<file path="src/common/mipsPkg.sv">
`default_nettype none

package mipsPkg;

    ////////////////////
    // widths with a meaning
    typedef logic [31:0] word_t;
    typedef logic [4:0] regAddr_t;
    typedef logic [5:0] opcode_t;
    typedef logic [5:0] funct_t;
    typedef logic [3:0] aluCtrl_t;
    typedef logic [1:0] aluOp_t;
    typedef logic [1:0] forwardSel_t;

    // load port handshake states
    typedef enum logic [1:0] {
        LoadIdle,
        LoadWrite,
        LoadAck
    } loadState_t;

    ////////////////////
    // opcodes
    localparam opcode_t OpRType = 6'd0;
    localparam opcode_t OpBeq = 6'd4;
    localparam opcode_t OpBne = 6'd5;
    localparam opcode_t OpLw = 6'd35;
    localparam opcode_t OpSw = 6'd43;

    // R-format function field
    localparam funct_t FunctAdd = 6'd32;
    localparam funct_t FunctSub = 6'd34;
    localparam funct_t FunctAnd = 6'd36;
    localparam funct_t FunctOr = 6'd37;
    localparam funct_t FunctSlt = 6'd42;

    // ALU operation codes
    localparam aluCtrl_t AluAnd = 4'd0;
    localparam aluCtrl_t AluOr = 4'd1;
    localparam aluCtrl_t AluAdd = 4'd2;
    localparam aluCtrl_t AluSub = 4'd6;
    localparam aluCtrl_t AluSlt = 4'd7;

    // instruction class from decoder to ALU control
    localparam aluOp_t AluOpMem = 2'd0;
    localparam aluOp_t AluOpBranch = 2'd1;
    localparam aluOp_t AluOpRType = 2'd2;

    // operand source in execute
    localparam forwardSel_t FwdReg = 2'd0;
    localparam forwardSel_t FwdWb = 2'd1;
    localparam forwardSel_t FwdMem = 2'd2;

    ////////////////////
    // memory sizes, word indexed
    localparam int InstrDepth = 64;
    localparam int DataDepth = 64;
    localparam int InstrAddrBits = 6;
    localparam int DataAddrBits = 6;

endpackage

`default_nettype wire

</file>
<file path="src/verilog/loadPort.sv">
`timescale 1ns/100ps
`default_nettype none

module loadPort (
    input wire clock,
    input wire WriteEnable,
    input wire loadReq,
    input wire loadTarget,
    input wire [mipsPkg::InstrAddrBits-1:0] loadAddress,
    input wire mipsPkg::word_t loadWord,
    output logic loadAck,
    output logic instrWrite,
    output logic dataWrite,
    output logic [mipsPkg::InstrAddrBits-1:0] writeIndex,
    output mipsPkg::word_t writeWord
);
    import mipsPkg::*;

    loadState_t state;
    // 1 selects data memory
    logic targetData;

    // four-phase slave FSM
    always_ff @(posedge clock or posedge WriteEnable) begin
        if (WriteEnable) begin
            state <= LoadIdle;
        end else begin
            case (state)
                LoadIdle:
                    if (loadReq) state <= LoadWrite;
                // strobe fires in this state, one cycle
                LoadWrite:
                    state <= LoadAck;
                // hold ack until the master lets go
                LoadAck:
                    if (!loadReq) state <= LoadIdle;
                default:
                    state <= LoadIdle;
            endcase
        end
    end

    // capture the transaction when accepted
    always_ff @(posedge clock) begin
        if (state == LoadIdle && loadReq) begin
            targetData <= loadTarget;
            writeIndex <= loadAddress;
            writeWord <= loadWord;
        end
    end

    assign instrWrite = (state == LoadWrite) && !targetData;
    assign dataWrite = (state == LoadWrite) && targetData;
    assign loadAck = (state == LoadAck);

endmodule

`default_nettype wire

</file>
<file path="config.mk">
export PLATFORM = sky130hd
export DESIGN_NAME = loadPort
export DESIGN_NICKNAME = d
export VERILOG_FILES = /design/src/common/mipsPkg.sv /design/src/verilog/loadPort.sv
export SDC_FILE = /design/constraint.sdc
export NUM_CORES = 1
export LEC_CHECK = 0
export ABC_AREA = 1
export BUFFER_PORTS_ARGS = -buffer_cell sky130_fd_sc_hd__buf_2
export CAP_MARGIN = 30
export CORE_AREA = 2 2 74 48
export CTS_BUF_LIST = sky130_fd_sc_hd__clkbuf_16
export CTS_CLUSTER_DIAMETER = 100
export DETAILED_ROUTE_END_ITERATION = 16
export DIE_AREA = 0 0 76 50
export MAX_ROUTING_LAYER = met4
export PLACE_DENSITY_LB_ADDON = 0.25
export SKIP_CTS_REPAIR_TIMING = 1
export SKIP_LAST_GASP = 1
export SYNTH_ARGS = -nofsm -noshare
export SYNTH_HDL_FRONTEND = slang
export SYNTH_SLANG_ARGS = --single-unit
</file>
<file path="constraint.sdc">
create_clock -name clock -period 6 [get_ports clock]
set_input_delay 0.3 -clock clock [delete_from_list [all_inputs] [get_ports clock]]
set_output_delay 0.3 -clock clock [all_outputs]
set_load 0.02 [all_outputs]
</file>
# Word level (Yosys, flattened, before mapping)
# Index checks and enable logic that the tools add are counted.
[word_totals]
reg_bits = 41
input_bits = 42
output_inout_bits = 41
word_cells = 17
[op_classes]
eq_ne = 4
muxes = 3
reduce_logical = 6
[op_table]
columns = ["operator", "n"]
rows = [
  ["$pmux W2 S3", 1],
  ["$mux W2", 2],
  ["$ne A2 B2 Y1 const B", 2],
  ["$logic_and A1 B1 Y1", 3],
  ["$eq A2 B1 Y1 const B", 1],
  ["$eq A2 B2 Y1 const B", 1],
  ["$logic_not A2 Y1", 1],
  ["$reduce_and A2 Y1", 1],
  ["$logic_not A1 Y1", 1],
]

# Longest topological paths before layout
# Gate-level depths: netlist (run 1).
[depth]
ltp_word = 3
ltp_mapped = 3
mapped_depth_nobuf = 3

# Worst setup path before layout (run 1)
# No wires, ideal clock.
[synth_timing]
path_kind = "register to register"
from = "register state[0]"
to = "register targetData, enable pin"
setup_ps = 436
arrival_ps = 2161
required_ps = 5564
path_slack_ps = 3404
stages_incl_launch_ff = 4
path_buffers = 0
synth_period_minus_slack_ps = 2596
cell_sequence = "dfrtp_1 -> inv_1 -> nand2_1 -> nor2_1"
[synth_via]
elab_chain_len = 2
[synth_rtl]
columns = ["element", "line", "source"]
rows = [
  ["start, declared", "loadPort.sv:19", "loadState_t state;"],
  ["start signal, assigned", "loadPort.sv:26", "state <= LoadIdle;"],
  ["start signal, assigned", "loadPort.sv:30", "if (loadReq) state <= LoadWrite;"],
  ["start signal, assigned", "loadPort.sv:33", "state <= LoadAck;"],
  ["$logic_not A2 Y1", "loadPort.sv:45", "if (state == LoadIdle && loadReq) begin"],
  ["$logic_and A1 B1 Y1", "loadPort.sv:45", ""],
  ["end signal, assigned", "loadPort.sv:46", "targetData <= loadTarget;"],
  ["end, declared", "loadPort.sv:21", "logic targetData;"],
]
# Every way passes these cells.
# A chain may end at the register's enable or synchronous reset.

# Final worst setup path (run 1)
[layout_timing]
from = "register state[1]"
to = "output instrWrite"
[layout_via]
elab_chain_len = 2
[layout_rtl]
columns = ["element", "line", "source"]
rows = [
  ["$eq A2 B1 Y1", "loadPort.sv:52", "assign instrWrite = (state == LoadWrite) && !targetData;"],
  ["$logic_and A1 B1 Y1", "loadPort.sv:52", ""],
  ["end, declared", "loadPort.sv:12", "output logic instrWrite,"],
]
# Every way passes these cells.

==> impl_metrics.py, run 1 <==
metrics = {
    "final_layout": {
        "diodes": 0,
        "fillCellCount": 243,
        "area_growth_syn_to_layout_pct": 50.0,
        "fin_area_um2": 1910,
        "nets": 187,
        "drive_gt1_share_pct": 62.8,
    },
    "die": {
        "core_um2": 3100,
        "die_y_um": 50,
        "io_pins": 83,
        "fp.dieW_um": 76,
        "die-area_um2": 3800,
        "fp-row-count": 16,
        "initial_core_util_pct": 41.0,
    },
    "grt": {
        "grt_pass1_wl_um": 3710,
        "grt.total_usage_pct": 13.9,
        "grt_remaining_overflow": 0,
        "grt_pass1_vias": 809,
        "antenna_found_initial": 0,
        "grt_max_degree": 40,
    },
    "power_and_ir_drop": {
        "p_leak_nw": 0.841,
        "ir_drop_mv": 0.230,
        "power.density_nw_per_um2": 435,
    },
    "timing": {
        "hold_violations": 0,
        "slew_headroom_pct": 86.9,
        "setup_viol": 0,
        "rsz0062_at_grt": "no",
        "finalCritPeriodShare_pct": 23.0,
        "min_period_ns": 1.38,
        "timing.final.max_slew_violations": 0,
        "skew_ns": 0.00186,
        "fin_tns_setup_ns": 0,
        "fmax_mhz": 724,
        "tightest_slew_ns": 0.196,
        "holdWs_ns": 0.201,
    },
    "setup_path": {
        "cp-end-kind": "output port",
        "critPathKind": "register to output port",
        "crit-reg2reg-launch": "state[0]$_DFFE_PP0P_",
        "cp-startpoint": "state[1]$_DFFE_PP0P_",
        "cp_max_fo": 4,
        "startpoint_type": "register",
        "cp.required_ns": 5.70,
        "arrival_ns": 1.08,
    },
    "run": {
        "maxCapViolations": 0,
    },
    "logic_synthesis": {
        "syn_area_um2": 1270,
        "synth_ff_type": "edfxtp_1",
        "synth_edf_count": 39,
        "postSynthCellCount": 54,
        "ys_async_sr_fraction_pct": 4.88,
        "yosys-top-cells-count": "edfxtp_1 (39), nor2_1 (5), inv_1 (3), dfrtp_1 (2), nand2_1 (2)",
        "synth.avg_cell_area_um2": 23.6,
        "synth_fp_nets": 96,
        "yosys.area.top_type": "edfxtp_1",
        "synthTopCellsByArea": "edfxtp_1 (92%), dfrtp_1 (3.9%), nor2_1 (1.5%)",
        "synth.yosys.seq_area_share_pct": 95.9,
        "ys_ff_latch": 41,
        "yosysWarnings": 0,
        "yosys.area.top_type_share_pct": 91.9,
        "yosysUniqueCellTypes": 8,
        "synth_most_common_cell": "edfxtp_1",
    },
    "outcome": {
        "outcome": "complete, no violations",
    },
    "clock_network": {
        "clock_latency_ns": 0.27,
        "clkTransAtPathRegs_ns": 0.05,
        "cts_inserted_buffers": 5,
        "root_buffer": "clkbuf_16",
        "clk_path_buf_depth": 2,
        "tritoncts": "built",
        "h-tree-depth": 2,
        "clock-sinks": 41,
    },
    "route": {
        "finalWirelength_um": 2310,
        "drtIter0Drc": 16,
        "viasPerCell": 4.13,
        "drc": 0,
        "vias": 785,
        "wire_per_inst_um": 12.1,
        "ant_nets": 0,
        "first_pass_iters": 3,
    },
    "placed_design": {
        "port_buffers": 82,
        "dp.final_hpwl_um": 1710,
        "place_area_um2": 1750,
        "place_congestion": 0.658,
    },
    "hold_path": {
        "hold_path_class": "input port to register",
        "min_from": "loadWord[14]",
    },
}
-- final cells by class --
type	count	area, um^2	share of cell area, %
flip-flops and latches	41	1220	63.9
clock buffers	5	125	6.55
repair buffers	84	440	23.1
multi-input cells	9	45.0	2.36
well taps	45	56.3	2.95
clock inverters	2	7.51	0.393
inverters	4	15.0	0.786
-- kinds of logic (layout without fill, tap and decap cells) --
logic type	count (synthesis)	after routing	synth area share, %
buffers and inverters	4	95	1.18
DFF	41	41	95.9
and+or+nand+nor	9	9	2.95
-- metal layers --
metal	wire [um]	part of all wire (%)	track usage [%]
met1	917	40	15.3
met2	1050	45	20.4
met3	320	14	7.88
met4	20	0.87	7.27
met5	0	0	-
-- per-stage QoR --
stage | util (%) | total power, W | setup slack (ns) | cells
4_1_cts | 60.6 | 0.000835 | 4.20 | 188
2_1_floorplan | - | 0.000522 | 3.40 | 54
3_5_place_dp | 56.3 | 0.000596 | 4.21 | 181
3_3_place_gp | 56.3 | 0.000590 | 4.30 | 181
6_report | 61.6 | 0.000831 | 4.62 | 190
5_1_grt | 61.6 | 0.000873 | 4.49 | 190
-- worst max-delay path, stage by stage (launching register included) --
cell	delay [ns]
dfrtp_1	0.43
inv_2	0.09
nand2_2	0.06
nor2_1	0.07
buf_2	0.16
-- flip-flops by register name, indices dropped and copies added (netlist names) --
signal	cells
writeIndex	6
writeWord	32
state	2
targetData	1
-- placed cells by master, fill, tap and decap left out, drive strengths merged --
cell type     n
nand3         1
dlygate4sd3   1
inv           5
edfxtp       39
clkinv        1
nand2         3
clkbuf        5
buf          83
dfrtp         2
nor2          5
-- worst paths after layout --
| kind | cells past startpoint | to | slack, ns |
|---|---|---|---|
| setup / recovery | 4 | instrWrite | 4.62 |
| hold / removal | 1 | writeWord[14]$_DFFE_PP_ | 0.20 |
| setup reg to reg | 4 | targetData$_DFFE_PP_ | 4.67 |
| hold reg to reg | 2 | state[1]$_DFFE_PP0P_ | 0.54 |
| max in group asynchronous | 3 | state[1]$_DFFE_PP0P_ | 5.45 |
| min in group asynchronous | 3 | state[0]$_DFFE_PP0P_ | 0.44 |
-- report_power, final --
group	leakage, nW	switching, W	internal [W]	total (W)
combinational	0.380	0.000130	0.0000593	0.000189
clock	0.0685	0.0000866	0.000148	0.000235
sequential	0.393	0.0000186	0.000388	0.000407
total	0.841	0.000235	0.000596	0.000831
No activity file was read; power rests on OpenSTA's default activity.
==> run 2, diff against run 1 <==
--- a/config.mk
+++ b/config.mk
@@ -5,14 +5,14 @@
 export SDC_FILE = /design/constraint.sdc
 export NUM_CORES = 1
 export LEC_CHECK = 0
-export ABC_AREA = 1
+export ABC_AREA = 0
 export BUFFER_PORTS_ARGS = -buffer_cell sky130_fd_sc_hd__buf_2
 export CAP_MARGIN = 30
-export CORE_AREA = 2 2 74 48
+export CORE_AREA = 2 2 76 49
 export CTS_BUF_LIST = sky130_fd_sc_hd__clkbuf_16
 export CTS_CLUSTER_DIAMETER = 100
 export DETAILED_ROUTE_END_ITERATION = 16
-export DIE_AREA = 0 0 76 50
+export DIE_AREA = 0 0 78 51
 export MAX_ROUTING_LAYER = met4
 export PLACE_DENSITY_LB_ADDON = 0.25
 export SKIP_CTS_REPAIR_TIMING = 1
==> constraint.sdc (replaced) <==
create_clock -name clock -period 1.3 [get_ports clock]
set_input_delay 0.065 -clock clock [delete_from_list [all_inputs] [get_ports clock]]
set_output_delay 0.065 -clock clock [all_outputs]
set_load 0.02 [all_outputs]
==> run 2 against run 1 <==
Utilization grew 7.3 points. Total power grew to 4.9 times the previous value. Sequential power grew to 4.6 times the previous value. Register-to-register slack lost 4.6 ns. Sequential share of layout area shrank 12 points. Die area grew 4.7%. First-iteration DRC count grew 63%. Cell count grew 21%. Critical path type unchanged. Critical endpoint is now dataWrite. Largest cell class unchanged. Largest power group unchanged.
==> impl_metrics.py, run 2 <==
metrics = {
    "outcome": {
        "outcome": "complete, no violations",
    },
    "placed_design": {
        "place_congestion": 0.708,
        "port_buffers": 82,
        "pre_cts_ws_ns": 0.0853,
        "place_area_um2": 1800,
        "dp.final_hpwl_um": 1740,
    },
    "clock_network": {
        "tritoncts": "built",
        "clock_latency_ns": 0.27,
        "h-tree-depth": 2,
        "cts_inserted_buffers": 5,
        "root_buffer": "clkbuf_16",
        "clk_path_buf_depth": 2,
        "clock-sinks": 41,
        "clkTransAtPathRegs_ns": 0.05,
    },
    "run": {
        "maxCapViolations": 0,
    },
    "timing": {
        "setup_slack_ns": 0.0509,
        "setup_viol": 0,
        "slew_headroom_pct": 86.5,
        "tightest_slew_ns": 0.202,
        "min_period_ns": 1.25,
        "hold_violations": 0,
        "skew_ns": 0.00168,
        "finalCritPeriodShare_pct": 96.1,
        "fmax_mhz": 801,
        "rsz0062_at_grt": "no",
        "timing.final.max_slew_violations": 0,
    },
    "die": {
        "core_um2": 3400,
        "fp-row-count": 17,
        "die-area_um2": 3980,
        "die_y_um": 51,
        "initial_core_util_pct": 37.8,
        "fp.dieW_um": 78,
        "io_pins": 83,
    },
    "setup_path": {
        "critPathKind": "register to output port",
        "cp_slowest_cell": "dfrtp_2",
        "arrival_ns": 1.18,
        "cp_max_fo": 6,
        "worstPathCellList": "buf_4 -> nor3b_2 -> buf_2",
        "cp.required_ns": 1.24,
        "cp-end-kind": "output port",
        "startpoint_type": "register",
        "cpPeakStageDelay_ns": 0.42,
    },
    "logic_synthesis": {
        "synth.avg_cell_area_um2": 25.7,
        "yosys-top-cells-count": "edfxtp_1 (39), dfrtp_1 (2), nor3b_1 (2)",
        "synth.yosys.seq_area_share_pct": 95.0,
        "synth_fp_nets": 92,
        "postSynthCellCount": 50,
        "yosys.area.top_type": "edfxtp_1",
        "synthTopCellsByArea": "edfxtp_1 (91%), dfrtp_1 (3.9%), nor3b_1 (1.2%)",
        "synth_most_common_cell": "edfxtp_1",
        "ys_ff_latch": 41,
        "synth_edf_count": 39,
        "yosysUniqueCellTypes": 10,
        "yosysWarnings": 0,
        "yosys.area.top_type_share_pct": 91.1,
        "ys_async_sr_fraction_pct": 4.88,
        "syn_area_um2": 1280,
        "synth_ff_type": "edfxtp_1",
    },
    "final_layout": {
        "drive_gt1_share_pct": 52.5,
        "largest_register_ff_count": 32,
        "final_cell_mix": "buf_2 (81), dlygate4sd3_1 (40), edfxtp_1 (39), clkbuf_16 (5), buf_4 (3)",
        "reg_top3": "writeWord x32, writeIndex x6, state x2",
        "area_growth_syn_to_layout_pct": 82.3,
        "nets": 224,
        "fin_area_um2": 2340,
        "layout_commonest_cell": "buf_2",
        "diodes": 0,
        "regMostFlops": "writeWord",
        "fillCellCount": 233,
    },
    "grt": {
        "antenna_found_initial": 0,
        "grt_pass1_wl_um": 3470,
        "grt.total_usage_pct": 12.7,
        "grt_remaining_overflow": 0,
        "grt_pass1_vias": 758,
        "grt_max_degree": 40,
    },
    "power_and_ir_drop": {
        "switching_power_w": 0.00115,
        "combPwrFrac_pct": 25.9,
        "p_leak_nw": 0.998,
        "seq_power_share_pct": 46.4,
        "internal_power_w": 0.00289,
        "switching_share_pct": 28.5,
        "clock_power_share_pct": 27.7,
        "ir_drop_mv": 1.14,
        "power.density_nw_per_um2": 1720,
    },
    "route": {
        "wire_per_inst_um": 12.8,
        "drtIter0Drc": 26,
        "viasPerCell": 4.13,
        "first_pass_iters": 3,
        "drc": 0,
        "finalWirelength_um": 2940,
        "vias": 951,
        "ant_nets": 0,
    },
    "hold_path": {
        "hold_path_class": "input port to register",
    },
}
[run 2: changes by cell type after synthesis, sizes merged, moves of 2 or more]
cell and change:
inv -2, nand2 -3, nor3b +3, nor2 -5
[run 2: cell families after synthesis]
group	share of synthesized area [%]
buf+inv	0.584
compound gates	0.389
simple gates	3.99
flops	95.0
[run 2: cell type report]
cell class,count,area (um^2),area share [%]
clock buffers,5,125,5.34
clock inverters,3,12.5,0.534
inverters,2,7.51,0.321
multi-input cells,7,67.6,2.88
flip-flops and latches,41,1220,52.2
well taps,47,58.8,2.51
repair buffers,125,848,36.2
[run 2: worst paths after layout]
path                                      start                     end  slack, ns  cells past startpoint
max in group asynchronous           WriteEnable    state[1]$_DFFE_PP0P_       0.98                      3
max reg2reg                state[0]$_DFFE_PP0P_  writeWord[0]$_DFFE_PP_       0.09                      2
max                        state[1]$_DFFE_PP0P_               dataWrite       0.05                      3
min reg2reg                state[0]$_DFFE_PP0P_    state[0]$_DFFE_PP0P_       0.62                      2
min                                     loadReq    state[1]$_DFFE_PP0P_       0.07                      3
min in group asynchronous           WriteEnable    state[0]$_DFFE_PP0P_       0.20                      3
[run 2: per-stage QoR]
step | std cells | hold WS [ns] | total power [W] | TNS, ns | util (%)
final | 230 | 0.0700 | 0.00404 | 0 | 68.8
after global routing | 230 | 0.0753 | 0.00422 | 0 | 68.8
after CTS | 190 | -0.375 | 0.00397 | 0 | 57.0
after detailed placement | 182 | -0.0826 | 0.00285 | 0 | 52.9
after global placement | 182 | -0.0876 | 0.00282 | 0 | 52.9
after floorplan | 50 | -0.194 | 0.00244 | -24.37 | -
[run 2: power groups by stage]
stage,clock network [W],registers [W],logic (W)
after floorplan,0,0.00223,0.000214
after global placement,0,0.00189,0.000933
after detailed placement,0,0.00190,0.000956
after CTS,0.00114,0.00188,0.000953
after global routing,0.00120,0.00190,0.00112
final,0.00112,0.00187,0.00105
[run 2: routing by layer]
metal	vias up	global-route usage, %	wire [um]
met4	0	6.14	20
li1	460	-	-
met2	60	18.2	1370
met1	429	15.6	1210
met3	2	5.48	340
met5	-	-	0
[run 2: worst max-delay path: cells and delay by family (launching register included)]
kind / cells / cell delay [ns]
buffers and inverters: 2 / 0.34
DFF: 1 / 0.42
and+or+nand+nor: 1 / 0.16
==> run 3, diff against run 2 <==
--- a/config.mk
+++ b/config.mk
@@ -14,8 +14,7 @@
 export DETAILED_ROUTE_END_ITERATION = 16
 export DIE_AREA = 0 0 78 51
 export MAX_ROUTING_LAYER = met4
-export PLACE_DENSITY_LB_ADDON = 0.25
-export SKIP_CTS_REPAIR_TIMING = 1
+export PLACE_DENSITY_LB_ADDON = 0.2
 export SKIP_LAST_GASP = 1
 export SYNTH_ARGS = -nofsm -noshare
 export SYNTH_HDL_FRONTEND = slang
==> run 3 against run 2 <==
Clock skew increased by 0.0014 ns. Non-clock buffer count unchanged. Cell count unchanged. First-iteration DRC count decreased by 50%. Largest power group unchanged. Cell area increased by 0.11%. Flip-flop and latch count unchanged. Critical path type unchanged. Setup slack about the same. Global-route usage increased by 3.0 points. Routed wire length decreased by 3.4%.
==> impl_metrics.py, run 3 (synthesis gave the netlist of run 2 again) <==
metrics = {
    "outcome": {
        "outcome": "complete, no violations",
    },
    "final_layout": {
        "drive_gt1_share_pct": 51.9,
        "reg_top3": "writeWord x32, writeIndex x6, state x2",
        "final_cell_mix": "buf_2 (81), dlygate4sd3_1 (40), edfxtp_1 (39), clkbuf_16 (5), inv_1 (4)",
        "layout.cells.non_filler": 230,
        "largest_register_ff_count": 32,
        "layout_commonest_cell": "buf_2",
        "regMostFlops": "writeWord",
        "area_growth_syn_to_layout_pct": 82.5,
        "nets": 224,
        "diodes": 0,
    },
    "grt": {
        "antenna_found_initial": 0,
        "grt_util_met3_pct": 6.01,
        "grt_max_degree": 40,
        "grt_pass1_wl_um": 4380,
        "met1_usage_pct": 16.7,
        "grtUsageMet2_pct": 27.3,
        "busiest_layer": "met2",
        "grt.total_usage_pct": 15.7,
        "grt_pass1_vias": 1009,
        "grt_remaining_overflow": 0,
    },
    "clock_network": {
        "clock_latency_ns": 0.27,
        "cts_inserted_buffers": 5,
        "clkTransAtPathRegs_ns": 0.05,
        "h-tree-depth": 2,
        "postCtsSetupBuffers": 0,
        "tritoncts": "built",
        "clock-sinks": 41,
        "clk_path_buf_depth": 2,
        "root_buffer": "clkbuf_16",
    },
    "power_and_ir_drop": {
        "p_leak_nw": 1.01,
        "finalPower_w": 0.00402,
        "ir_drop_mv": 1.18,
        "power.density_nw_per_um2": 1710,
    },
    "die": {
        "initial_core_util_pct": 37.8,
        "fp.dieW_um": 78,
        "die_y_um": 51,
        "io_pins": 83,
        "core_um2": 3400,
        "die-area_um2": 3980,
        "fp-row-count": 17,
    },
    "route": {
        "viasPerCell": 4.12,
        "drc": 0,
        "wire_per_inst_um": 12.4,
        "vias": 947,
        "drtIter0Drc": 13,
        "first_pass_iters": 4,
        "finalWirelength_um": 2840,
        "ant_nets": 0,
    },
    "hold_path": {
        "min_from": "loadReq",
        "hold_path_class": "input port to register",
    },
    "timing": {
        "timing.final.max_slew_violations": 0,
        "slew_headroom_pct": 86.3,
        "tightest_slew_ns": 0.205,
        "rsz0062_at_grt": "yes",
        "hold_violations": 0,
        "fmax_mhz": 800,
        "setup_viol": 0,
        "min_period_ns": 1.25,
        "skew_ns": 0.00312,
        "finalCritPeriodShare_pct": 96.1,
    },
    "setup_path": {
        "worstPathCellList": "buf_4 -> nor3b_2 -> buf_4",
        "critPathKind": "register to output port",
        "crit-reg2reg-launch": "state[0]$_DFFE_PP0P_",
        "path_common_cell": "buf_4",
        "startpoint_type": "register",
        "cpPeakStageDelay_ns": 0.42,
        "cp-end-kind": "output port",
        "cp_slowest_cell": "dfrtp_2",
        "cp.required_ns": 1.24,
        "cp-startpoint": "state[1]$_DFFE_PP0P_",
        "cp_num_buf_inv": 2,
        "arrival_ns": 1.18,
        "cpLargestDelayFamily": "flip-flops",
        "cp_max_fo": 6,
    },
    "placed_design": {
        "dp.final_hpwl_um": 1730,
        "place_congestion": 0.663,
        "port_buffers": 82,
        "placedCellCount": 182,
    },
    "run": {
        "maxCapViolations": 0,
    },
}
-- run 3: changes by cell type in the layout (fill, tap and decap cells not counted), sizes merged --
cell	previous run	this run
inv	2	5
clkinv	3	0
-- run 3: worst paths after layout --
kind | cells after the start | slack [ns] | end
worst max-delay path | 3 | 0.05 | dataWrite
worst min-delay path | 3 | 0.07 | state[1]$_DFFE_PP0P_
worst max register to register | 2 | 0.07 | targetData$_DFFE_PP_
worst min register to register | 2 | 0.62 | state[0]$_DFFE_PP0P_
max in group asynchronous | 3 | 0.98 | state[1]$_DFFE_PP0P_
min in group asynchronous | 3 | 0.20 | state[0]$_DFFE_PP0P_
-- run 3: area by class of cell --
cell class | instances | area, um^2
flip-flops and latches | 41 | 1220
clock buffers | 5 | 125
inverters | 2 | 7.51
repair buffers | 125 | 852
multi-input cells | 7 | 67.6
well taps | 47 | 58.8
clock inverters | 3 | 11.3
fillers | 235 | 1060
-- run 3: metrics by stage --
stage	instance area (um^2)	util, %	TNS [ns]	hold slack, ns	worst slack (ns)
after floorplan	1300	-	-24.37	-0.194	-0.625
after global placement	1800	52.9	0	-0.0858	0.118
after detailed placement	1800	52.9	0	-0.0791	0.0792
after CTS	2340	68.7	0	0.0660	0.0268
after global routing	2340	68.9	-0.0200	0.0828	-0.0200
final	2340	68.9	0	0.0714	0.0505
-- run 3: power breakdown --
group          leakage [nW]  internal [W]  switching, W  total (W)
clock network        0.0776      0.000688      0.000406    0.00109
logic                 0.539      0.000406      0.000640    0.00105
registers             0.391       0.00180     0.0000832    0.00188
-- run 3: worst min-delay path: stages --
cell and delay [ns]:
buf_2 0.11, nand3b_1 0.07, o21ai_1 0.05
-- run 3: timing repair --
item                                    in CTS  in global routing
endpoints found under the setup margin       0                  1
hold buffers                                40                  0
endpoints found under the hold margin       41                  0
gates resized for setup                      0                  2
-- run 3: metal layers --
metal	vias up	part of all wire, %
met5	-	0
met4	0	0.39
met3	2	11
met2	59	49
met1	428	40
li1	458	-
